$ cat src/source/host_pkg.sv
`default_nettype none

package host_pkg;

  typedef logic [7:0] byte_t;
  typedef logic [6:0] addr_t;

  // Command byte, bit 7 set for a read, low bits are the address
  localparam int CMD_READ_BIT = 7;

  // Write addresses
  localparam addr_t ADDR_CONFIG_SET = 7'd0;
  localparam addr_t ADDR_SECOND     = 7'd1;
  localparam addr_t ADDR_MINUTE     = 7'd2;
  localparam addr_t ADDR_HOUR       = 7'd3;
  localparam addr_t ADDR_CONFIG_CLR = 7'd14;

  // Read addresses
  localparam addr_t RD_GPS_PERIOD = 7'd0;
  localparam addr_t RD_TIME       = 7'd4;

  // Config register bits
  localparam int CFG_ALIGN_BIT = 0;

endpackage

`default_nettype wire

$ cat src/source/timing_pkg.sv
`default_nettype none

package timing_pkg;

  // Cycle count between GPS edges
  typedef logic [31:0] count_t;

  // Local PPS counter
  typedef logic [31:0] pps_cnt_t;

  // One RTC field
  typedef logic [7:0] time_field_t;

  // 10 MHz reference, one pulse per second
  localparam pps_cnt_t DEFAULT_PPS_PERIOD = 32'd10_000_000;

  // Field limits, inclusive
  localparam time_field_t SEC_MAX  = 8'd59;
  localparam time_field_t MIN_MAX  = 8'd59;
  localparam time_field_t HOUR_MAX = 8'd23;

endpackage

`default_nettype wire
$ cat src/source/timing_core.sv
`timescale 1ns/1ps
`default_nettype none

module timing_core
  import host_pkg::*;
  import timing_pkg::*;
#(
  parameter pps_cnt_t PPS_PERIOD = DEFAULT_PPS_PERIOD
) (
  input  wire   CLOCK_BUF,
  input  wire   reset,
  input  wire   i_gps_pps,
  input  byte_t i_mosi_byte,
  input  wire   i_mosi_byte_valid,
  input  wire   i_cmd_byte,
  input  wire   i_miso_byte_req,
  output logic  o_pps,
  output byte_t o_miso_byte,
  output logic  o_miso_byte_valid
);

  addr_t       cmd_addr;
  logic        cmd_read;
  logic        align;
  time_field_t time_sec;
  time_field_t time_min;
  time_field_t time_hour;
  logic        rtc_load;
  logic        gps_rise;
  count_t      gps_period;
  time_field_t rtc_sec;
  time_field_t rtc_min;
  time_field_t rtc_hour;

  host_regs u_host_regs (
    .CLOCK_BUF         (CLOCK_BUF),
    .reset             (reset),
    .i_mosi_byte       (i_mosi_byte),
    .i_mosi_byte_valid (i_mosi_byte_valid),
    .i_cmd_byte        (i_cmd_byte),
    .o_cmd_addr        (cmd_addr),
    .o_cmd_read        (cmd_read),
    .o_align           (align),
    .o_time_sec        (time_sec),
    .o_time_min        (time_min),
    .o_time_hour       (time_hour),
    .o_rtc_load        (rtc_load)
  );

  pps_gen #(
    .PPS_PERIOD (PPS_PERIOD)
  ) u_pps_gen (
    .CLOCK_BUF  (CLOCK_BUF),
    .reset      (reset),
    .i_gps_pps  (i_gps_pps),
    .i_align    (align),
    .o_pps      (o_pps),
    .o_gps_rise (gps_rise)
  );

  gps_period_counter u_gps_period_counter (
    .CLOCK_BUF  (CLOCK_BUF),
    .reset      (reset),
    .i_gps_rise (gps_rise),
    .o_period   (gps_period)
  );

  rtc_clock u_rtc_clock (
    .CLOCK_BUF (CLOCK_BUF),
    .reset     (reset),
    .i_pps     (o_pps),
    .i_load    (rtc_load),
    .i_sec     (time_sec),
    .i_min     (time_min),
    .i_hour    (time_hour),
    .o_sec     (rtc_sec),
    .o_min     (rtc_min),
    .o_hour    (rtc_hour)
  );

  readback_mux u_readback_mux (
    .CLOCK_BUF         (CLOCK_BUF),
    .reset             (reset),
    .i_mosi_byte_valid (i_mosi_byte_valid),
    .i_cmd_byte        (i_cmd_byte),
    .i_miso_byte_req   (i_miso_byte_req),
    .i_cmd_addr        (cmd_addr),
    .i_cmd_read        (cmd_read),
    .i_period          (gps_period),
    .i_sec             (rtc_sec),
    .i_min             (rtc_min),
    .i_hour            (rtc_hour),
    .o_miso_byte       (o_miso_byte),
    .o_miso_byte_valid (o_miso_byte_valid)
  );

endmodule

`default_nettype wire

$ cat src/source/readback_mux.sv
`timescale 1ns/1ps
`default_nettype none

module readback_mux
  import host_pkg::*;
  import timing_pkg::*;
(
  input  wire         CLOCK_BUF,
  input  wire         reset,
  input  wire         i_mosi_byte_valid,
  input  wire         i_cmd_byte,
  input  wire         i_miso_byte_req,
  input  addr_t       i_cmd_addr,
  input  wire         i_cmd_read,
  input  count_t      i_period,
  input  time_field_t i_sec,
  input  time_field_t i_min,
  input  time_field_t i_hour,
  output byte_t       o_miso_byte,
  output logic        o_miso_byte_valid
);

  byte_t byte_idx;
  byte_t sel_byte;
  logic  req_d1;

  // Value byte at the current index, LSB first
  always_comb begin
    sel_byte = '0;
    if (i_cmd_read) begin
      case (i_cmd_addr)
        RD_GPS_PERIOD: begin
          case (byte_idx)
            8'd0: sel_byte = i_period[7:0];
            8'd1: sel_byte = i_period[15:8];
            8'd2: sel_byte = i_period[23:16];
            8'd3: sel_byte = i_period[31:24];
            default: sel_byte = '0;
          endcase
        end
        RD_TIME: begin
          case (byte_idx)
            8'd0: sel_byte = i_sec;
            8'd1: sel_byte = i_min;
            8'd2: sel_byte = i_hour;
            default: sel_byte = '0;
          endcase
        end
        default: sel_byte = '0;
      endcase
    end
  end

  always_ff @(posedge CLOCK_BUF) begin
    if (!reset) begin
      byte_idx          <= '0;
      req_d1            <= 1'b0;
      o_miso_byte_valid <= 1'b0;
      o_miso_byte       <= '0;
    end else begin
      req_d1            <= i_miso_byte_req;
      o_miso_byte_valid <= req_d1;
      if (req_d1) begin
        o_miso_byte <= sel_byte;
      end
      if (i_mosi_byte_valid && i_cmd_byte) begin
        byte_idx <= '0;
      end else if (i_mosi_byte_valid) begin
        byte_idx <= byte_idx + 1'b1;
      end
    end
  end

endmodule

`default_nettype wire

$ cat src/source/rtc_clock.sv
`timescale 1ns/1ps
`default_nettype none

module rtc_clock
  import timing_pkg::*;
(
  input  wire         CLOCK_BUF,
  input  wire         reset,
  input  wire         i_pps,
  input  wire         i_load,
  input  time_field_t i_sec,
  input  time_field_t i_min,
  input  time_field_t i_hour,
  output time_field_t o_sec,
  output time_field_t o_min,
  output time_field_t o_hour
);

  logic sec_wrap;
  logic min_wrap;
  logic fields_ok;

  assign sec_wrap  = (o_sec == SEC_MAX);
  assign min_wrap  = sec_wrap && (o_min == MIN_MAX);
  assign fields_ok = (o_sec <= SEC_MAX) && (o_min <= MIN_MAX) && (o_hour <= HOUR_MAX);

  always_ff @(posedge CLOCK_BUF) begin
    if (!reset) begin
      o_sec  <= '0;
      o_min  <= '0;
      o_hour <= '0;
    end else if (i_load) begin
      // Load wins over a PPS in the same cycle
      o_sec  <= i_sec;
      o_min  <= i_min;
      o_hour <= i_hour;
    end else if (i_pps) begin
      o_sec <= sec_wrap ? '0 : o_sec + 1'b1;
      if (sec_wrap) begin
        o_min <= (o_min == MIN_MAX) ? '0 : o_min + 1'b1;
      end
      if (min_wrap) begin
        o_hour <= (o_hour == HOUR_MAX) ? '0 : o_hour + 1'b1;
      end
    end
  end

  // Only a host load can take a field out of range
  a_fields_in_range: assert property (
    @(posedge CLOCK_BUF) disable iff (!reset)
    (fields_ok && !i_load) |=> fields_ok
  );

endmodule

`default_nettype wire

$ cat src/source/gps_period_counter.sv
`timescale 1ns/1ps
`default_nettype none

module gps_period_counter
  import timing_pkg::*;
(
  input  wire    CLOCK_BUF,
  input  wire    reset,
  input  wire    i_gps_rise,
  output count_t o_period
);

  count_t cycle_cnt;

  // Counter starts at 1 so the latched value equals the edge spacing
  always_ff @(posedge CLOCK_BUF) begin
    if (!reset) begin
      cycle_cnt <= '0;
      o_period  <= '0;
    end else begin
      if (i_gps_rise) begin
        o_period  <= cycle_cnt;
        cycle_cnt <= 32'd1;
      end else begin
        cycle_cnt <= cycle_cnt + 1'b1;
      end
    end
  end

endmodule

`default_nettype wire

$ cat src/source/pps_gen.sv
`timescale 1ns/1ps
`default_nettype none

module pps_gen
  import timing_pkg::*;
#(
  parameter pps_cnt_t PPS_PERIOD = DEFAULT_PPS_PERIOD
) (
  input  wire  CLOCK_BUF,
  input  wire  reset,
  input  wire  i_gps_pps,
  input  wire  i_align,
  output logic o_pps,
  output logic o_gps_rise
);

  localparam pps_cnt_t LAST_COUNT = pps_cnt_t'(PPS_PERIOD - 1);

  logic     gps_pps_d;
  pps_cnt_t pps_cnt;

  // Edge seen on the first edge that samples the pulse high
  assign o_gps_rise = i_gps_pps && !gps_pps_d;

  always_ff @(posedge CLOCK_BUF) begin
    if (!reset) begin
      gps_pps_d <= 1'b0;
      pps_cnt   <= '0;
      o_pps     <= 1'b0;
    end else begin
      gps_pps_d <= i_gps_pps;
      if (i_align && o_gps_rise) begin
        pps_cnt <= '0;
        o_pps   <= 1'b0;
      end else if (pps_cnt == LAST_COUNT) begin
        pps_cnt <= '0;
        o_pps   <= 1'b1;
      end else begin
        pps_cnt <= pps_cnt + 1'b1;
        o_pps   <= 1'b0;
      end
    end
  end

  a_pps_single: assert property (
    @(posedge CLOCK_BUF) disable iff (!reset)
    o_pps |=> !o_pps
  );

endmodule

`default_nettype wire

$ cat src/source/host_regs.sv
`timescale 1ns/1ps
`default_nettype none

module host_regs
  import host_pkg::*;
  import timing_pkg::*;
(
  input  wire         CLOCK_BUF,
  input  wire         reset,
  input  byte_t       i_mosi_byte,
  input  wire         i_mosi_byte_valid,
  input  wire         i_cmd_byte,
  output addr_t       o_cmd_addr,
  output logic        o_cmd_read,
  output logic        o_align,
  output time_field_t o_time_sec,
  output time_field_t o_time_min,
  output time_field_t o_time_hour,
  output logic        o_rtc_load
);

  byte_t cmd_reg;
  byte_t config_reg;
  logic  data_wr;
  logic  time_wr;

  assign o_cmd_addr = cmd_reg[6:0];
  assign o_cmd_read = cmd_reg[CMD_READ_BIT];
  assign o_align    = config_reg[CFG_ALIGN_BIT];

  // Data byte under a write command
  assign data_wr = i_mosi_byte_valid && !i_cmd_byte && !o_cmd_read;
  assign time_wr = data_wr && (o_cmd_addr == ADDR_SECOND || o_cmd_addr == ADDR_MINUTE ||
                               o_cmd_addr == ADDR_HOUR);

  always_ff @(posedge CLOCK_BUF) begin
    if (!reset) begin
      cmd_reg    <= '0;
      config_reg <= '0;
      o_rtc_load <= 1'b0;
    end else begin
      if (i_mosi_byte_valid && i_cmd_byte) begin
        cmd_reg <= i_mosi_byte;
      end
      if (data_wr && o_cmd_addr == ADDR_CONFIG_SET) begin
        config_reg <= config_reg | i_mosi_byte;
      end else if (data_wr && o_cmd_addr == ADDR_CONFIG_CLR) begin
        config_reg <= config_reg & ~i_mosi_byte;
      end
      // RTC picks up all three fields one cycle later
      o_rtc_load <= time_wr;
    end
  end

  always_ff @(posedge CLOCK_BUF) begin
    if (!reset) begin
      o_time_sec  <= '0;
      o_time_min  <= '0;
      o_time_hour <= '0;
    end else begin
      if (data_wr && o_cmd_addr == ADDR_SECOND) begin
        o_time_sec <= i_mosi_byte;
      end
      if (data_wr && o_cmd_addr == ADDR_MINUTE) begin
        o_time_min <= i_mosi_byte;
      end
      if (data_wr && o_cmd_addr == ADDR_HOUR) begin
        o_time_hour <= i_mosi_byte;
      end
    end
  end

  // Host spaces its data bytes, so a load never lasts two cycles
  a_rtc_load_single: assert property (
    @(posedge CLOCK_BUF) disable iff (!reset)
    o_rtc_load |=> !o_rtc_load
  );

endmodule

`default_nettype wire

$ cat config.mk
export PLATFORM = sky130hd
export DESIGN_NAME = timing_core
export DESIGN_NICKNAME = d
export VERILOG_FILES = /design/src/source/host_pkg.sv /design/src/source/timing_pkg.sv /design/src/source/timing_core.sv /design/src/source/readback_mux.sv /design/src/source/rtc_clock.sv /design/src/source/gps_period_counter.sv /design/src/source/pps_gen.sv /design/src/source/host_regs.sv
export SDC_FILE = /design/constraint.sdc
export NUM_CORES = 1
export LEC_CHECK = 0
export BUFFER_PORTS_ARGS = -buffer_cell sky130_fd_sc_hd__buf_2
export CAP_MARGIN = 0
export CORE_MARGIN = 3
export CORE_UTILIZATION = 50
export CTS_CLUSTER_SIZE = 28
export DETAILED_ROUTE_END_ITERATION = 7
export PLACE_DENSITY = 0.65
export SYNTH_ARGS = -nofsm -noshare
export SYNTH_HDL_FRONTEND = slang
export SYNTH_SLANG_ARGS = --single-unit
$ cat constraint.sdc
create_clock -name CLOCK_BUF -period 2.64 [get_ports CLOCK_BUF]
set_input_delay 0.132 -clock CLOCK_BUF [delete_from_list [all_inputs] [get_ports CLOCK_BUF]]
set_output_delay 0.132 -clock CLOCK_BUF [all_outputs]
set_load 0.05 [all_outputs]
==> flow_summary.rst <==
.. list-table::
   :header-rows: 1

   * - Metric
     - Value
   * - Pin count of the biggest net entering global routing
     - 50
   * - Final number of setup-violating endpoints
     - 0
   * - Effective utilization at floorplan
     - 0.518
   * - Adder-cell share of the synthesized area
     - 0.0141
   * - Fmax
     - 464 MHz
   * - Detailed-route via count
     - 7019
   * - Clock period minus final worst setup slack
     - 2.15 ns
   * - Residual overflow from global routing
     - 0
   * - Count of flip-flops with a built-in enable after synthesis
     - 0
   * - Number of iterations in the first detailed-routing pass
     - 6
   * - Library cells used by synthesis
     - 66
   * - Count of endpoints failing hold in the final timing report
     - 0
   * - Path type of the worst min-delay path
     - in -> reg
   * - Top delay family on crit path
     - simple AND/OR/NAND/NOR gates
   * - Full die area
     - 17500 um2
   * - Row Count
     - 45
   * - Count of input and output buffers
     - 23
   * - Slowest cell on the critical path
     - sky130_fd_sc_hd__or4bb_1
   * - Total CTS buffers
     - 17
   * - Pre-CTS worst setup slack
     - 0.496 ns
   * - Most area-hungry cell type in the Yosys netlist
     - sky130_fd_sc_hd__dfxtp_1
   * - TritonCTS clock tree
     - done
   * - Critical Setup Path Class
     - reg -> reg
   * - Element type at the critical path start
     - flip-flop
   * - Worst-Skew Late Latency
     - 0.42 ns
   * - Xor and xnor fraction of the mapped netlist area
     - 0.0340
   * - Largest cells by area after synthesis
     - sky130_fd_sc_hd__dfxtp_1 44%, sky130_fd_sc_hd__nand2_1 6.4%, sky130_fd_sc_hd__a21oi_1 5.6%
   * - Unrepaired setup endpoints after global routing
     - false
   * - Number of max-slew violations in the final report
     - 0
   * - Crit. path cell count
     - 5
   * - Least-Margin Pin Slew
     - 0.952 ns
   * - Proportion of synthesized area in mux cells
     - 0.0288
   * - Antenna fix cells
     - 0
   * - Outcome
     - completed
   * - Compound-gate portion of the synthesized area
     - 0.176
   * - Combinational family with the most area after synthesis
     - simple AND/OR/NAND/NOR gates
   * - Clk Tree Root Cell
     - sky130_fd_sc_hd__clkbuf_16
   * - Max-cap violations
     - 0
   * - Arrival @ worst endpoint
     - 2.47 ns
   * - Clock Skews
     - 0.00679 ns
   * - Slew margin rel.
     - 0.364
   * - Worst ir drop on vdd
     - 0.000474 V
   * - Total buffers and inverters traversed by the critical path
     - 1
   * - Fin Setup TNS
     - 0 ns
   * - Cell Chain, Critical Path
     - or4bb_1, nor4_4, buf_4, o221ai_1, o211a_1
   * - Data required, critical path
     - 2.95 ns
   * - Core utilization of the finished layout
     - 0.581
   * - # H-tree levels
     - 4
   * - Leakage
     - 3.05 nW
   * - Height of the die
     - 132 um
   * - Critical path's largest stage delay
     - 0.60 ns
   * - Synthesis Warnings
     - 0
   * - Cell area after technology mapping
     - 7990 um2
   * - Average wire length per cell after detail routing
     - 16.6 um
   * - Final #Nets
     - 975
   * - Post-synthesis sequential element count
     - 174
   * - Placer's final routability congestion estimate
     - 0.894
   * - Average size of a mapped cell
     - 8.47 um2
   * - Cell area power density
     - 622 nW/um2
   * - Area share of the leading cell type in the synthesized netlist
     - 0.436
   * - Post-synth top flop
     - sky130_fd_sc_hd__dfxtp_1
   * - First-pass GRT wire length
     - 32000 um
   * - DR vias/cell
     - 5.98
   * - Number of resized instances in the post-cts repair step
     - 0
   * - Number of cells on the worst hold path
     - 3
   * - Fraction of layout instances using a drive strength above 1
     - 0.0842
   * - Simple logic cell fraction of the synthesized area
     - 0.272
   * - Width of the chip
     - 132 um
   * - Top Registers
     - u_gps_period_counter.cycle_cnt: 32 flops, u_gps_period_counter.o_period: 32 flops, u_pps_gen.pps_cnt: 32 flops
   * - R2R depth
     - 5
   * - Number of global-route vias before repair
     - 6270
   * - DRC violation count after routing
     - 0
   * - Count of mapped cells out of synthesis
     - 944
   * - Global router's overall resource usage
     - 0.221
   * - Number of buffers added for setup after CTS
     - 0
   * - Core area
     - 15400 um2
   * - Top-level I/O count
     - 24
   * - Clock-pin slew reported for the worst setup and hold paths after clock tree synthesis
     - 0.06 ns
   * - Proportion of synthesized chip area in sequential cells
     - 0.436
   * - DPL Wire Length
     - 13400 um
   * - Area growth from synthesis to final layout
     - 12.1%
   * - Crit share post-route
     - 0.816
   * - Final wirelength
     - 19500 um
   * - Buffers from clock root to sink, at most
     - 2
   * - Drt initial violations
     - 660
   * - Highest fanout seen on the critical path
     - 10
   * - Fraction of registers with async set/reset
     - 0
   * - Post-layout worst setup margin
     - 0.487 ns
   * - Number of antenna violations at the first check in global routing
     - 1
   * - Total clock sinks
     - 174
   * - Synthesized Nets
     - 967
   * - Number of nets still failing antenna checks after routing
     - 0
   * - Nature of the critical path endpoint
     - flip-flop
cell usage in the layout (no fill, tap or decap), types with 12 or more instances in the layout:
| cell type | n |
|---|---|
| sky130_fd_sc_hd__dfxtp_1 | 174 |
| sky130_fd_sc_hd__nand2_1 | 137 |
| sky130_fd_sc_hd__buf_2 | 23 |
| sky130_fd_sc_hd__nand4_1 | 37 |
| sky130_fd_sc_hd__or4_1 | 27 |
| sky130_fd_sc_hd__nand3_1 | 49 |
| sky130_fd_sc_hd__or3_1 | 20 |
| sky130_fd_sc_hd__and4_1 | 12 |
| sky130_fd_sc_hd__clkbuf_16 | 17 |
| sky130_fd_sc_hd__nor2_1 | 56 |
| sky130_fd_sc_hd__inv_1 | 15 |
| sky130_fd_sc_hd__o21ai_0 | 38 |
| sky130_fd_sc_hd__a21oi_1 | 90 |
| sky130_fd_sc_hd__xor2_1 | 24 |
| sky130_fd_sc_hd__o31ai_1 | 21 |
| sky130_fd_sc_hd__mux2i_1 | 23 |
| sky130_fd_sc_hd__buf_4 | 20 |
per-layer routing:
layer / vias to the layer above / GRT usage / part of all wire
li1: 3502 / - / -
met5: - / 0 / 0.00036
met3: 29 / 0.0471 / 0.047
met2: 173 / 0.336 / 0.44
met4: 2 / 0.0641 / 0.018
met1: 3313 / 0.318 / 0.49
worst register-to-register path, delay by kind of cell (launching register included):
family          cells  cell delay [ns]
compound gates      2             0.26
buf+inv             1             0.24
flops               1             0.40
simple gates        2             1.14
metrics by stage:
| step | instances | total power (W) | area [um2] | hold WS, ns |
|---|---|---|---|---|
| 2_1_floorplan | 944 | 0.00288 | 7990 | 0.259 |
| 6_report | 1173 | 0.00557 | 8960 | 0.0243 |
| 3_3_place_gp | 1137 | 0.00296 | 8270 | 0.341 |
| 3_5_place_dp | 1137 | 0.00296 | 8270 | 0.351 |
| 5_1_grt | 1173 | 0.00575 | 8960 | 0.0271 |
| 4_1_cts | 1173 | 0.00561 | 8960 | 0.00865 |
kinds of logic (layout without fill, tap and decap cells):
group | after synthesis | in the layout
xor gates and xnor gates | 31 | 31
DFF | 174 | 174
adders and majority gates | 9 | 9
and+or+nand+nor | 413 | 413
AOI/OAI and AO/OA | 217 | 217
muxes | 23 | 23
buffers and inverters | 77 | 95
where the power goes:
part	internal, W	switching (W)
Sequential	0.00265	0.0000296
Clock	0.00169	0.000977
Combinational	0.0000704	0.000157
final cells by class:
cell class	instances	area (um2)
clock buffers	22	454
clock inverters	7	163
fillers	1410	6470
inverters	16	60.1
multi-input cells	693	4200
flip-flops and latches	174	3480
well taps	211	264
repair buffers	50	335
synth_stat cells, types with 9 or more instances:
| cell type | number |
|---|---|
| sky130_fd_sc_hd__o221ai_1 | 9 |
| sky130_fd_sc_hd__nor2_1 | 56 |
| sky130_fd_sc_hd__or3_1 | 20 |
| sky130_fd_sc_hd__and4_1 | 12 |
| sky130_fd_sc_hd__clkbuf_1 | 50 |
| sky130_fd_sc_hd__dfxtp_1 | 174 |
| sky130_fd_sc_hd__xor2_1 | 24 |
| sky130_fd_sc_hd__ha_1 | 9 |
| sky130_fd_sc_hd__inv_1 | 15 |
| sky130_fd_sc_hd__nor3_1 | 11 |
| sky130_fd_sc_hd__or4_1 | 27 |
| sky130_fd_sc_hd__o21ai_0 | 38 |
| sky130_fd_sc_hd__mux2i_1 | 23 |
| sky130_fd_sc_hd__nand4_1 | 37 |
| sky130_fd_sc_hd__nor4_1 | 10 |
| sky130_fd_sc_hd__and2_1 | 11 |
| sky130_fd_sc_hd__nand2_1 | 137 |
| sky130_fd_sc_hd__o31ai_1 | 21 |
| sky130_fd_sc_hd__nand3_1 | 49 |
| sky130_fd_sc_hd__a21oi_1 | 90 |
final timing paths:
kind	endpoint	start	slack [ns]
worst min register to register	u_host_regs.cmd_reg[5]	u_host_regs.cmd_reg[5]	0.46
worst max-delay path	u_rtc_clock.o_hour[4]	u_rtc_clock.o_min[5]	0.49
worst min-delay path	u_host_regs.o_time_min[7]	i_mosi_byte[7]	0.02
worst max register to register	u_rtc_clock.o_hour[4]	u_rtc_clock.o_min[5]	0.49
what timing repair did:
item / in CTS / in global routing
endpoints found under the setup margin: 0 / 0
hold buffers: 7 / 0
hold endpoints to repair: 10 / 0
Power figures use the tool's default switching activity.
